<file path="config.mk">
export PLATFORM = sky130hd
export DESIGN_NAME = sms_cart_glue
export DESIGN_NICKNAME = d
export VERILOG_FILES = /design/src/logic/sms_pkg.sv /design/src/logic/download_if.sv /design/src/logic/sms_cart_glue.sv /design/src/logic/backup_sequencer.sv /design/src/logic/cheat_code_loader.sv /design/src/logic/cart_loader.sv /design/src/logic/ce_divider.sv
export SDC_FILE = /design/constraint.sdc
export NUM_CORES = 1
export LEC_CHECK = 0
export BUFFER_PORTS_ARGS = -buffer_cell sky130_fd_sc_hd__buf_2
export CORE_ASPECT_RATIO = 0.6
export CORE_UTILIZATION = 50
export CTS_CLUSTER_DIAMETER = 40
export DETAILED_ROUTE_END_ITERATION = 7
export GPL_TIMING_DRIVEN = 0
export HOLD_SLACK_MARGIN = 0.02
export PLACE_DENSITY = 0.81
export SLEW_MARGIN = 15
export SYNTH_ARGS = -nofsm -noshare
export SYNTH_HDL_FRONTEND = slang
export SYNTH_SLANG_ARGS = --single-unit
</file>
<file path="constraint.sdc">
create_clock -name clk_sys -period 4.1 [get_ports clk_sys]
set_clock_uncertainty 0.2 [all_clocks]
set_input_delay 1.025 -clock clk_sys [delete_from_list [all_inputs] [get_ports clk_sys]]
set_output_delay 1.025 -clock clk_sys [all_outputs]
set_load 0.01 [all_outputs]
</file>
<file path="src/logic/sms_pkg.sv">
//============================================================
// Shared widths, download index codes, divider phases
// and the cheat-code word with its byte and field views
//============================================================

package sms_pkg;

	// Basic widths
	typedef logic [24:0] dl_addr_t;
	typedef logic [21:0] rom_addr_t;
	typedef logic [7:0]  byte_t;

	//============================================================
	// Host download index codes
	//============================================================
	localparam byte_t IDX_SMS     = 8'd1;
	localparam byte_t IDX_GG      = 8'd2;
	localparam byte_t IDX_SYSMODE = 8'd4;
	localparam byte_t IDX_DIPSW   = 8'd254;
	localparam byte_t IDX_CHEAT   = 8'hff;

	//============================================================
	// Clock-enable divider
	//============================================================
	localparam logic [4:0] CE_PERIOD   = 5'd30;
	localparam logic [4:0] CE_CPU_PH_A = 5'd9;
	localparam logic [4:0] CE_CPU_PH_B = 5'd24;
	localparam logic [4:0] CE_PIX_PH_A = 5'd9;
	localparam logic [4:0] CE_PIX_PH_B = 5'd19;
	localparam logic [4:0] CE_PIX_PH_C = 5'd29;

	// Cheat code fields, flags on top
	typedef struct packed {
		logic [31:0] flags;
		logic [31:0] address;
		logic [31:0] compare;
		logic [31:0] replace;
	} cheat_fields_t;

	// Outer lane index picks the field (0 is flags), inner index the byte, 0 lowest
	typedef union packed {
		byte_t [0:3][3:0] lanes;
		cheat_fields_t    fields;
	} cheat_code_u;

endpackage
</file>
<file path="src/logic/download_if.sv">
//============================================================
// Host download bus bundle with its sink view
//============================================================

`timescale 1ns/100ps

interface download_if import sms_pkg::*; (
	input logic clk_sys
);

	logic     download;
	logic     wr;
	dl_addr_t addr;
	byte_t    data;
	byte_t    index;

	modport sink (
		input download,
		input wr,
		input addr,
		input data,
		input index
	);

	// Index selects the image type and must hold for a whole download
	a_index_stable : assert property (@(posedge clk_sys)
		(download && $past(download)) |-> $stable(index))
		else $error("download index changed during a download");

endinterface

</file>
<file path="src/logic/sms_cart_glue.sv">
//============================================================
// Cartridge-side glue top level with clock enables,
// ROM download, cheat codes and backup RAM transfer
//============================================================

`timescale 1ns/100ps

module sms_cart_glue import sms_pkg::*; #(
	parameter int BK_SECTOR_BITS = 6,
	parameter int ROM_ADDR_W     = 22
) (
	input  logic                      clk_sys,
	input  logic                      RESET,
	// Host download
	input  logic                      download,
	input  logic                      dl_wr,
	input  dl_addr_t                  dl_addr,
	input  byte_t                     dl_data,
	input  byte_t                     dl_index,
	output logic                      dl_wait,
	// ROM memory
	output logic                      rom_wr_req,
	input  logic                      rom_wr_ack,
	output rom_addr_t                 rom_wr_addr,
	output byte_t                     rom_wr_data,
	input  rom_addr_t                 cpu_rom_addr,
	output rom_addr_t                 rom_rd_addr,
	output logic                      is_gg,
	// Clock enables
	output logic                      ce_cpu,
	output logic                      ce_vdp,
	output logic                      ce_pix,
	output logic                      ce_sp,
	// Cheat code
	output logic [31:0]               code_flags,
	output logic [31:0]               code_addr,
	output logic [31:0]               code_compare,
	output logic [31:0]               code_replace,
	output logic                      code_valid,
	// Backup RAM and save image
	input  logic                      img_mounted,
	input  logic                      img_readonly,
	input  logic                      img_size_nz,
	input  logic                      bk_load,
	input  logic                      bk_save,
	input  logic                      autosave,
	input  logic                      osd_open,
	input  logic                      nvram_we,
	input  logic                      sd_ack,
	output logic                      sd_rd,
	output logic                      sd_wr,
	output logic [BK_SECTOR_BITS-1:0] sd_lba,
	output logic                      bk_busy,
	output logic                      bk_pending,
	output logic                      core_reset
);

	logic        cart_active;
	cheat_code_u code;

	download_if u_dl (.clk_sys(clk_sys));

	assign u_dl.download = download;
	assign u_dl.wr       = dl_wr;
	assign u_dl.addr     = dl_addr;
	assign u_dl.data     = dl_data;
	assign u_dl.index    = dl_index;

	ce_divider u_ce_divider (
		.clk_sys (clk_sys),
		.RESET   (RESET),
		.ce_cpu  (ce_cpu),
		.ce_vdp  (ce_vdp),
		.ce_pix  (ce_pix),
		.ce_sp   (ce_sp)
	);

	cart_loader #(.ROM_ADDR_W(ROM_ADDR_W)) u_cart_loader (
		.clk_sys      (clk_sys),
		.RESET        (RESET),
		.dl           (u_dl),
		.rom_wr_ack   (rom_wr_ack),
		.cpu_rom_addr (cpu_rom_addr),
		.dl_wait      (dl_wait),
		.rom_wr_req   (rom_wr_req),
		.rom_wr_addr  (rom_wr_addr),
		.rom_wr_data  (rom_wr_data),
		.cart_active  (cart_active),
		.is_gg        (is_gg),
		.rom_rd_addr  (rom_rd_addr)
	);

	cheat_code_loader u_cheat_code_loader (
		.clk_sys    (clk_sys),
		.RESET      (RESET),
		.dl         (u_dl),
		.code       (code),
		.code_valid (code_valid)
	);

	// Cheat engine reads the field view
	assign code_flags   = code.fields.flags;
	assign code_addr    = code.fields.address;
	assign code_compare = code.fields.compare;
	assign code_replace = code.fields.replace;

	backup_sequencer #(.BK_SECTOR_BITS(BK_SECTOR_BITS)) u_backup_sequencer (
		.clk_sys      (clk_sys),
		.RESET        (RESET),
		.cart_active  (cart_active),
		.img_mounted  (img_mounted),
		.img_readonly (img_readonly),
		.img_size_nz  (img_size_nz),
		.bk_load      (bk_load),
		.bk_save      (bk_save),
		.autosave     (autosave),
		.osd_open     (osd_open),
		.nvram_we     (nvram_we),
		.sd_ack       (sd_ack),
		.sd_rd        (sd_rd),
		.sd_wr        (sd_wr),
		.sd_lba       (sd_lba),
		.bk_busy      (bk_busy),
		.bk_pending   (bk_pending),
		.core_reset   (core_reset)
	);

endmodule

</file>
<file path="src/logic/backup_sequencer.sv">
//============================================================
// Backup RAM enable and pending flag, sector transfer FSM
// and core reset
//============================================================

`timescale 1ns/100ps

module backup_sequencer #(
	parameter int BK_SECTOR_BITS = 6
) (
	input  logic                      clk_sys,
	input  logic                      RESET,
	input  logic                      cart_active,
	input  logic                      img_mounted,
	input  logic                      img_readonly,
	input  logic                      img_size_nz,
	input  logic                      bk_load,
	input  logic                      bk_save,
	input  logic                      autosave,
	input  logic                      osd_open,
	input  logic                      nvram_we,
	input  logic                      sd_ack,
	output logic                      sd_rd,
	output logic                      sd_wr,
	output logic [BK_SECTOR_BITS-1:0] sd_lba,
	output logic                      bk_busy,
	output logic                      bk_pending,
	output logic                      core_reset
);

	// Sector states
	localparam logic [1:0] ST_IDLE = 2'd0;
	localparam logic [1:0] ST_REQ  = 2'd1;
	localparam logic [1:0] ST_ACK  = 2'd2;

	logic [1:0] state;
	logic       cart_active_q;
	logic       bk_ena;
	logic       bk_loading;
	logic       load_req, save_req;
	logic       load_req_q, save_req_q;
	logic       sd_ack_q;
	logic       load_start, save_start;
	logic       ack_rise, ack_fall;

	assign load_req = bk_load && bk_ena;
	// Autosave fires once the menu opens with unsaved writes
	assign save_req = (bk_save || (autosave && bk_pending && osd_open)) && bk_ena;

	// Download end also loads the save, if one exists
	assign load_start = (load_req && !load_req_q) ||
		(cart_active_q && !cart_active && img_size_nz && bk_ena);
	assign save_start = save_req && !save_req_q;

	assign ack_rise = sd_ack && !sd_ack_q;
	assign ack_fall = !sd_ack && sd_ack_q;

	assign bk_busy    = (state != ST_IDLE);
	assign core_reset = RESET || cart_active || bk_loading;

	//============================================================
	// Enable and pending flag
	//============================================================
	always_ff @(posedge clk_sys) begin
		if (RESET) begin
			cart_active_q <= 1'b0;
			bk_ena        <= 1'b0;
			bk_pending    <= 1'b0;
		end else begin
			cart_active_q <= cart_active;
			if (cart_active && !cart_active_q)
				bk_ena <= 1'b0;
			// Save image is mounted before the download ends
			if (cart_active && img_mounted && !img_readonly)
				bk_ena <= 1'b1;

			if (bk_ena && !osd_open && nvram_we)
				bk_pending <= 1'b1;
			else if (bk_busy)
				bk_pending <= 1'b0;
		end
	end

	//============================================================
	// Sector transfer FSM
	//============================================================
	always_ff @(posedge clk_sys) begin
		if (RESET) begin
			state      <= ST_IDLE;
			load_req_q <= 1'b0;
			save_req_q <= 1'b0;
			sd_ack_q   <= 1'b0;
			bk_loading <= 1'b0;
			sd_rd      <= 1'b0;
			sd_wr      <= 1'b0;
			sd_lba     <= '0;
		end else begin
			load_req_q <= load_req;
			save_req_q <= save_req;
			sd_ack_q   <= sd_ack;
			case (state)
				ST_IDLE: begin
					if (load_start || save_start) begin
						state      <= ST_REQ;
						bk_loading <= load_start;
						sd_lba     <= '0;
						sd_rd      <= load_start;
						sd_wr      <= !load_start;
					end
				end
				ST_REQ: begin
					// Host took the request
					if (ack_rise) begin
						sd_rd <= 1'b0;
						sd_wr <= 1'b0;
						state <= ST_ACK;
					end
				end
				ST_ACK: begin
					if (ack_fall) begin
						if (&sd_lba) begin
							state      <= ST_IDLE;
							bk_loading <= 1'b0;
						end else begin
							sd_lba <= sd_lba + BK_SECTOR_BITS'(1);
							sd_rd  <= bk_loading;
							sd_wr  <= !bk_loading;
							state  <= ST_REQ;
						end
					end
				end
				default: state <= ST_IDLE;
			endcase
		end
	end

	a_rd_wr_exclusive : assert property (@(posedge clk_sys) disable iff (RESET)
		!(sd_rd && sd_wr))
		else $error("sd_rd and sd_wr high together");

endmodule

</file>
<file path="src/logic/cheat_code_loader.sv">
//============================================================
// Gathers sixteen cheat bytes into one 128-bit code
//============================================================

`timescale 1ns/100ps

module cheat_code_loader import sms_pkg::*; (
	input  logic        clk_sys,
	input  logic        RESET,
	download_if.sink    dl,
	output cheat_code_u code,
	output logic        code_valid
);

	logic       code_wr;
	logic [1:0] field_sel;
	logic [1:0] byte_sel;

	assign code_wr = dl.download && dl.wr && (dl.index == IDX_CHEAT);

	// Four bytes per field, low byte first
	assign field_sel = dl.addr[3:2];
	assign byte_sel  = dl.addr[1:0];

	always_ff @(posedge clk_sys) begin
		if (code_wr)
			code.lanes[field_sel][byte_sel] <= dl.data;
	end

	//============================================================
	// Valid pulse after the last byte of a code
	//============================================================
	always_ff @(posedge clk_sys) begin
		if (RESET)
			code_valid <= 1'b0;
		else
			code_valid <= code_wr && (dl.addr[3:0] == 4'hf);
	end

	// Consumers latch the code on valid, so it must be a single pulse
	a_valid_single : assert property (@(posedge clk_sys) disable iff (RESET)
		code_valid |=> !code_valid)
		else $error("code_valid held longer than one cycle");

endmodule

</file>
<file path="src/logic/cart_loader.sv">
//============================================================
// Cartridge download into ROM, size mask, Game Gear flag
// and masking of CPU ROM reads
//============================================================

`timescale 1ns/100ps

module cart_loader import sms_pkg::*; #(
	parameter int ROM_ADDR_W = 22
) (
	input  logic           clk_sys,
	input  logic           RESET,
	download_if.sink       dl,
	input  logic           rom_wr_ack,
	input  rom_addr_t      cpu_rom_addr,
	output logic           dl_wait,
	output logic           rom_wr_req,
	output rom_addr_t      rom_wr_addr,
	output byte_t          rom_wr_data,
	output logic           cart_active,
	output logic           is_gg,
	output rom_addr_t      rom_rd_addr
);

	logic                  cart_active_q;
	logic [ROM_ADDR_W-1:0] wr_addr;
	logic [ROM_ADDR_W-1:0] cart_mask;
	logic                  cart_wr;

	// Cheat and system-mode downloads never reach the ROM
	assign cart_active = dl.download && (dl.index != IDX_CHEAT) &&
		(dl.index != IDX_SYSMODE) && (dl.index != IDX_DIPSW);

	assign cart_wr = dl.wr && cart_active;

	//============================================================
	// Toggle write handshake
	//============================================================
	always_ff @(posedge clk_sys) begin
		if (RESET) begin
			cart_active_q <= 1'b0;
			dl_wait       <= 1'b0;
			rom_wr_req    <= 1'b0;
			wr_addr       <= '0;
			is_gg         <= 1'b0;
		end else begin
			cart_active_q <= cart_active;
			if (cart_wr) begin
				dl_wait    <= 1'b1;
				rom_wr_req <= ~rom_wr_req;
				is_gg      <= (dl.index == IDX_GG);
			end else if (dl_wait && (rom_wr_req == rom_wr_ack)) begin
				// Memory caught up with the request
				dl_wait <= 1'b0;
				wr_addr <= wr_addr + 1'b1;
			end
			// New image restarts at the bottom of ROM
			if (cart_active && !cart_active_q)
				wr_addr <= '0;
		end
	end

	//============================================================
	// Write data and size mask
	//============================================================
	always_ff @(posedge clk_sys) begin
		if (cart_wr) begin
			rom_wr_data <= dl.data;
			if (dl.addr == '0)
				cart_mask <= '0;
			else
				cart_mask <= cart_mask | dl.addr[ROM_ADDR_W-1:0];
		end
	end

	assign rom_wr_addr = rom_addr_t'(wr_addr);

	// Mirror small images across the CPU window
	assign rom_rd_addr = cpu_rom_addr & rom_addr_t'(cart_mask);

	// Host must wait for the memory before the next byte
	a_no_wr_while_wait : assert property (@(posedge clk_sys) disable iff (RESET)
		dl.wr |-> !dl_wait)
		else $error("download strobe while dl_wait is high");

endmodule

</file>
<file path="src/logic/ce_divider.sv">
//============================================================
// Divide-by-30 clock-enable generator for CPU, VDP,
// pixel and sprite timing
//============================================================

`timescale 1ns/100ps

module ce_divider import sms_pkg::*; (
	input  logic clk_sys,
	input  logic RESET,
	output logic ce_cpu,
	output logic ce_vdp,
	output logic ce_pix,
	output logic ce_sp
);

	// VDP runs at one fifth, tracked by its own counter
	localparam logic [2:0] VDP_LAST = 3'd4;

	logic [4:0] phase;
	logic [2:0] vdp_phase;

	always_ff @(posedge clk_sys) begin
		if (RESET) begin
			phase     <= '0;
			vdp_phase <= '0;
			ce_cpu    <= 1'b0;
			ce_vdp    <= 1'b0;
			ce_pix    <= 1'b0;
			ce_sp     <= 1'b0;
		end else begin
			phase     <= (phase == CE_PERIOD - 5'd1) ? 5'd0 : phase + 5'd1;
			vdp_phase <= (vdp_phase == VDP_LAST) ? 3'd0 : vdp_phase + 3'd1;

			// Sprite enable toggles every cycle
			ce_sp  <= phase[0];
			ce_vdp <= (vdp_phase == VDP_LAST);
			ce_pix <= (phase == CE_PIX_PH_A) || (phase == CE_PIX_PH_B) ||
				(phase == CE_PIX_PH_C);
			ce_cpu <= (phase == CE_CPU_PH_A) || (phase == CE_CPU_PH_B);
		end
	end

	// CPU phases sit on VDP slots, the Z80 bus timing relies on it
	a_cpu_on_vdp : assert property (@(posedge clk_sys) disable iff (RESET)
		ce_cpu |-> ce_vdp)
		else $error("ce_cpu high without ce_vdp");

endmodule

</file>
Yosys cells after proc, flatten, opt, wreduce, memory -nomap -nowiden. Cells that the tools add are included.

$add $sub $neg: 4. Magnitude comparators: 4. Eq/ne operators: 19. Multiplexer cells: 32. Bitwise logic cells: 5. Reduce and logical (&&, ||, !) cells: 61.

Operators by type and width (number): bitwise mux 128 bit (1); demux 32 bit (select 2 bit) (1); 2-to-1 mux 32 bit (1); logical AND 1 bit (26); zero test 25 bit (1); adder 22 x 1 -> 22 bit (second input constant) (1); AND 22 bit (1); bitwise OR 22 bit (1); 2-to-1 mux 6 bit (3); demux 8 bit (select 2 bit) (1); 2-to-1 mux 1 bit (16); inequality test 8 bit (second input constant) (2); equality test 5 bit (second input constant) (3); case mux 6 bit (2 select lines) (1); zero test 1 bit (10); nonzero test 2 bit (5); equality test 8 x 2 -> 1 bit (second input constant) (1); equality test 8 bit (second input constant) (1); logical OR 1 bit (8); 2-to-1 mux 8 bit (1); inequality test 2 x 1 -> 1 bit (second input constant) (4); inequality test 8 x 3 -> 1 bit (second input constant) (1); AND reduction 4 bit (2); adder 6 x 1 -> 6 bit (second input constant) (1); other kinds (26) (32).

Register bits: 213. Logic and storage cells: 150.

Longest topological paths before layout.
Depth in word-level cells: 12. Gate-level depth with buffers: 7. Depth with buffers taken out: 7.

By module. Synthesis repeated with hierarchy kept, for this count alone.

Cell total of the unflattened synthesis: 593. Area total of the unflattened synthesis: 8235.4 sq um.

By module, submodules not included: cheat_code_loader (times used 1, cells each 174, area each 4232.8 sq um); cart_loader (times used 1, cells each 259, area each 2541.2 sq um); backup_sequencer (times used 1, cells each 111, area each 963.4 sq um); ce_divider (times used 1, cells each 49, area each 498.0 sq um).

Least setup slack after synthesis. No wires, ideal clock.

Kind: input -> register. From: input port dl_index[7]. To: register u_cart_loader.wr_addr[4], in the netlist u_cart_loader.rom_wr_addr[4]. Library setup time: 0.070 ns. Arrival time: 3.451 ns. Path slack: 0.379 ns. Stages on the path: 6. Buffers on the path: 1. Cells stage by stage: or4_4 nor4_4 nor3_1 clkbuf_1 or4_1 a21oi_1.

Word-level cells in the longest chain between the ends: 7. Elaborated cells between the ends (all ways): 11. Classes of those cells: eq/ne (3); bitwise (1); reduce/logical (7).

Ends and longest elaborated chain: from (decl) (RTL line sms_cart_glue.sv:19) `input byte_t dl_index,`; inequality test 8 bit (RTL line cart_loader.sv:31) `assign cart_active = dl.download && (dl.index != IDX_CHEAT) &&`; logical AND 1 bit (2 in a row) (RTL line cart_loader.sv:31); logical AND 1 bit (*) (RTL line cart_loader.sv:32) `(dl.index != IDX_SYSMODE) && (dl.index != IDX_DIPSW);`; logical AND 1 bit (*) (RTL line cart_loader.sv:34) `assign cart_wr = dl.wr && cart_active;`; named net u_cart_loader.cart_wr (RTL line cart_loader.sv:28) `logic cart_wr;`; inverter 1 bit (no line) (*); AND reduction 2 bit (no line) (*); to (signal assigned) (RTL line cart_loader.sv:55) `wr_addr <= wr_addr + 1'b1;`; to (decl) (RTL line cart_loader.sv:26) `logic [ROM_ADDR_W-1:0] wr_addr;`.

The timed path passes the listed nets; every way through them passes the cells marked *. A chain may end at the register's enable or synchronous reset.

Worst setup path in the final report.
From: input port dl_index[7]. To: output port core_reset.

Word-level cells in the longest chain between the ends: 6. Elaborated cells between the ends (all ways): 8. Classes of those cells: eq/ne (3); reduce/logical (5).

Ends and longest elaborated chain: inequality test 8 bit (RTL line cart_loader.sv:31); logical AND 1 bit (2 in a row) (RTL line cart_loader.sv:31); logical AND 1 bit (*) (RTL line cart_loader.sv:32); logical OR 1 bit (*) (2 in a row) (RTL line backup_sequencer.sv:59) `assign core_reset = RESET || cart_active || bk_loading;`; to (decl) (RTL line sms_cart_glue.sv:55) `output logic core_reset`.

Mark *: on every way between the ends. The rest lies on a longest branch, timed or not.

==> results by group <==
Status
  • Run status: finished with violations
  • Failing checks: design-rule violations

STA
  • Final Hold Vio Count: 0
  • Slew @ Worst Pin: 1.12 ns
  • PnR worst setup slack: 0.322 ns
  • Crit share post-route: 0.921
  • Relative slew margins: 0.244
  • Setup tns final: 0 ns
  • RSZ-0062 raised after global routing: false
  • Count of final max-slew check failures: 0
  • Final Setup Violations: 0
  • Fmax: 0.265 GHz
  • Min cycle time layout: 3.78 ns

Synth
  • Seq/Total Area, Yosys: 0.731
  • Asr flop ratio synth: 0
  • Avg Synthesized Cell Area: 13.7 µm²
  • Syn_nets: 672
  • Most frequent cell after synthesis: edfxtp_1
  • Mapped Area: 7990 µm²
  • Combinational family with the most area after synthesis: simple AND/OR/NAND/NOR gates
  • Post-synth top area share: 0.594
  • Commonest cells in the netlist: 158 x edfxtp_1, 90 x nor2_1, 55 x dfxtp_1
  • Post-synth top area cell: edfxtp_1
  • Simple-gate share of the synthesized area: 0.154
  • Synth area leaders: edfxtp_1 59%, dfxtp_1 14%, nor2_1 4.2%
  • Adder-Cell Fraction of Synth Area: 0.0172
  • Mux share of post-synthesis cell area: 0.00642
  • Post-Synth XOR/XNOR Area: 0.0110
  • Post-synth EDFFs: 158
  • Synth Flop Type: edfxtp_1
  • Synth unique cells: 53
  • Post-synthesis instance total: 584
  • YS warnings: 0
  • #FFs+latches synth: 213
  • Post-synthesis compound-gate area fraction: 0.0645

Min path
  • Worst hold path class: reg2reg
  • Hold path cells: 2
  • Hold Path End: u_backup_sequencer.sd_wr$_SDFFE_PP0P_
  • HP Start: u_backup_sequencer.sd_wr$_SDFFE_PP0P_

Finish
  • # nets final: 969
  • Multi-input gate area: 2030 µm²
  • Area delta synth->final: 29.7%
  • Share of cells above drive strength 1: 0.355
  • Fillers: 1206
  • # diodes: 0
  • FF+latch area: 5850 µm²

Detailed routing
  • Initial DRT Pass Iterations: 7
  • Routed Antenna Nets: 0
  • DRC viols: 33
  • DR iter-0 viols: 533
  • Drt wl/cell: 18.7 µm
  • Vias: 5982
  • DRT Wirelength: 20600 µm
  • Routed vias/inst: 5.44

Clock tree
  • H-tree depth: 1
  • Hold buffers post-CTS: 0
  • CTS root buf: clkbuf_16
  • Clock-pin transition on the worst setup and hold timing paths: 0.05 ns
  • CTS tree: yes
  • Clk_lat worst skew: 0.49 ns
  • PostCTS Resize Cnt: 0
  • Post-CTS setup repair buffer count: 0
  • # clock sinks: 213
  • Clk buf depth: 3
  • Num CTS Buffers: 22

Placed design
  • Placer Congestion: 0.842
  • Hpwl dp: 14700 µm
  • Post-place setup slack: 0.0133 ns
  • PortBufs: 272

Setup path
  • Crit Path Max Fanout: 4
  • Critical path type: in2out
  • Critical path data arrival time: 2.55 ns
  • Reg2reg end: u_backup_sequencer.sd_rd$_SDFFE_PP0P_
  • R2R setup slack: 1.67 ns
  • Reg-to-reg startpoint: u_backup_sequencer.state[0]$_SDFFE_PP0P_
  • CP required: 2.87 ns
  • Worst reg2reg path depth: 7
  • CP Launch Type: primary input
  • Worst Setup End Kind: primary output

Floorplanning
  • I/O pin cnt: 276
  • Die width: 165 µm
  • Core Region: 15500 µm²
  • Site Rows: 35
  • Initial cell density of the core: 0.516
  • Die Height: 99.9 µm
  • Die area: 16500 µm²

Global routing
  • Global-route usage over all layers: 0.242
  • Via count of the first global-routing pass: 5410
  • Initial antenna violation count: 0
  • First-pass GRT wire length: 30000 µm
  • Largest net degree at the start of global routing: 24
  • Total gr overflow: 0

Power
  • Cell area power density: 458 nW/µm²
  • VDD IR max: 378 µV
  • Lkg Pwr: 4.10 nW

Run
  • Maxcap violations: 0
final cells by class:
cell class / count / area share
flip-flops and latches: 213 / 0.564
repair buffers: 273 / 0.134
plain buffers: 13 / 0.00555
clock buffers: 25 / 0.0563
clock inverters: 15 / 0.0129
multi-input cells: 339 / 0.196
well taps: 203 / 0.0245
inverters: 19 / 0.00688
layout by cell type, fill, tap and decap left out, types with 9 or more instances in the layout:
master / n
nand3_1: 15
nor3_1: 9
and2_1: 26
nand2_1: 31
or4_1: 12
nor2_1: 90
o211ai_1: 9
o21ai_0: 13
edfxtp_1: 158
ha_1: 11
a21oi_1: 17
inv_1: 18
buf_2: 272
clkbuf_16: 23
clkbuf_1: 12
dfxtp_1: 55
per-layer routing:
layer	wire length [µm]	global-route usage	part of all wire	vias up
li1	-	-	-	2784
met1	9080	0.356	0.44	2917
met2	9670	0.377	0.47	253
met3	1520	0.0397	0.074	28
met4	304	0.0565	0.015	0
met5	0	0	0	-
kinds of logic after synthesis:
logic type      after synthesis
flops                       213
fa+ha+maj                    11
compound gates               74
simple gates                239
xor+xnor                     10
mux                           5
buf+inv                      32
registers in the layout (all words and copies together) (netlist names), 2 cells and up:
register,cells
u_ce_divider.phase,5
u_cart_loader.rom_wr_addr,22
u_backup_sequencer.state,2
u_backup_sequencer.sd_lba,6
u_cheat_code_loader.code,128
u_ce_divider.vdp_phase,3
u_cart_loader.cart_mask,22
u_cart_loader.rom_wr_data,8
power by group:
part,internal [mW],switching (mW)
Combinational,0.165,0.264
Clock,1.11,0.837
Sequential,2.35,0.0239
Total,3.63,1.12
how the worst max path moves through the flow:
| stage | start | to | slack [ns] |
|---|---|---|---|
| finish | dl_index[7] | core_reset | 0.32 |
| global placement | dl_index[5] | u_cart_loader.is_gg$_SDFFE_PP0P_ | -0.60 |
| CTS | dl_index[7] | core_reset | 0.33 |
| floorplan | dl_index[7] | u_cart_loader.rom_wr_addr[4]$_SDFFE_PP0P_ | 0.38 |
| global route | dl_index[7] | core_reset | 0.28 |
| detailed placement | dl_index[5] | u_cheat_code_loader.code[64]$_DFFE_PP_ | 0.01 |
critical path, cell delays in order:
cell	delay [ns]
buf_2	0.11
or4_4	0.56
or4_4	0.52
nand3_1	0.13
nand2_1	0.06
buf_2	0.14
per-stage QoR:
| stage | cell area (µm²) | utilization | hold slack (ns) | power, mW | instances |
|---|---|---|---|---|---|
| 5_1_grt | 10400 | 0.669 | 0.286 | 4.93 | 1100 |
| 6_report | 10400 | 0.669 | 0.270 | 4.75 | 1100 |
| 3_5_place_dp | 9640 | 0.622 | 0.251 | 2.84 | 1060 |
| 3_3_place_gp | 9610 | 0.620 | 0.251 | 2.83 | 1059 |
| 4_1_cts | 10400 | 0.668 | 0.272 | 4.78 | 1100 |
| 2_1_floorplan | 7990 | - | 0.245 | 2.67 | 584 |
Note: power is estimated with default switching activity, not from simulation.
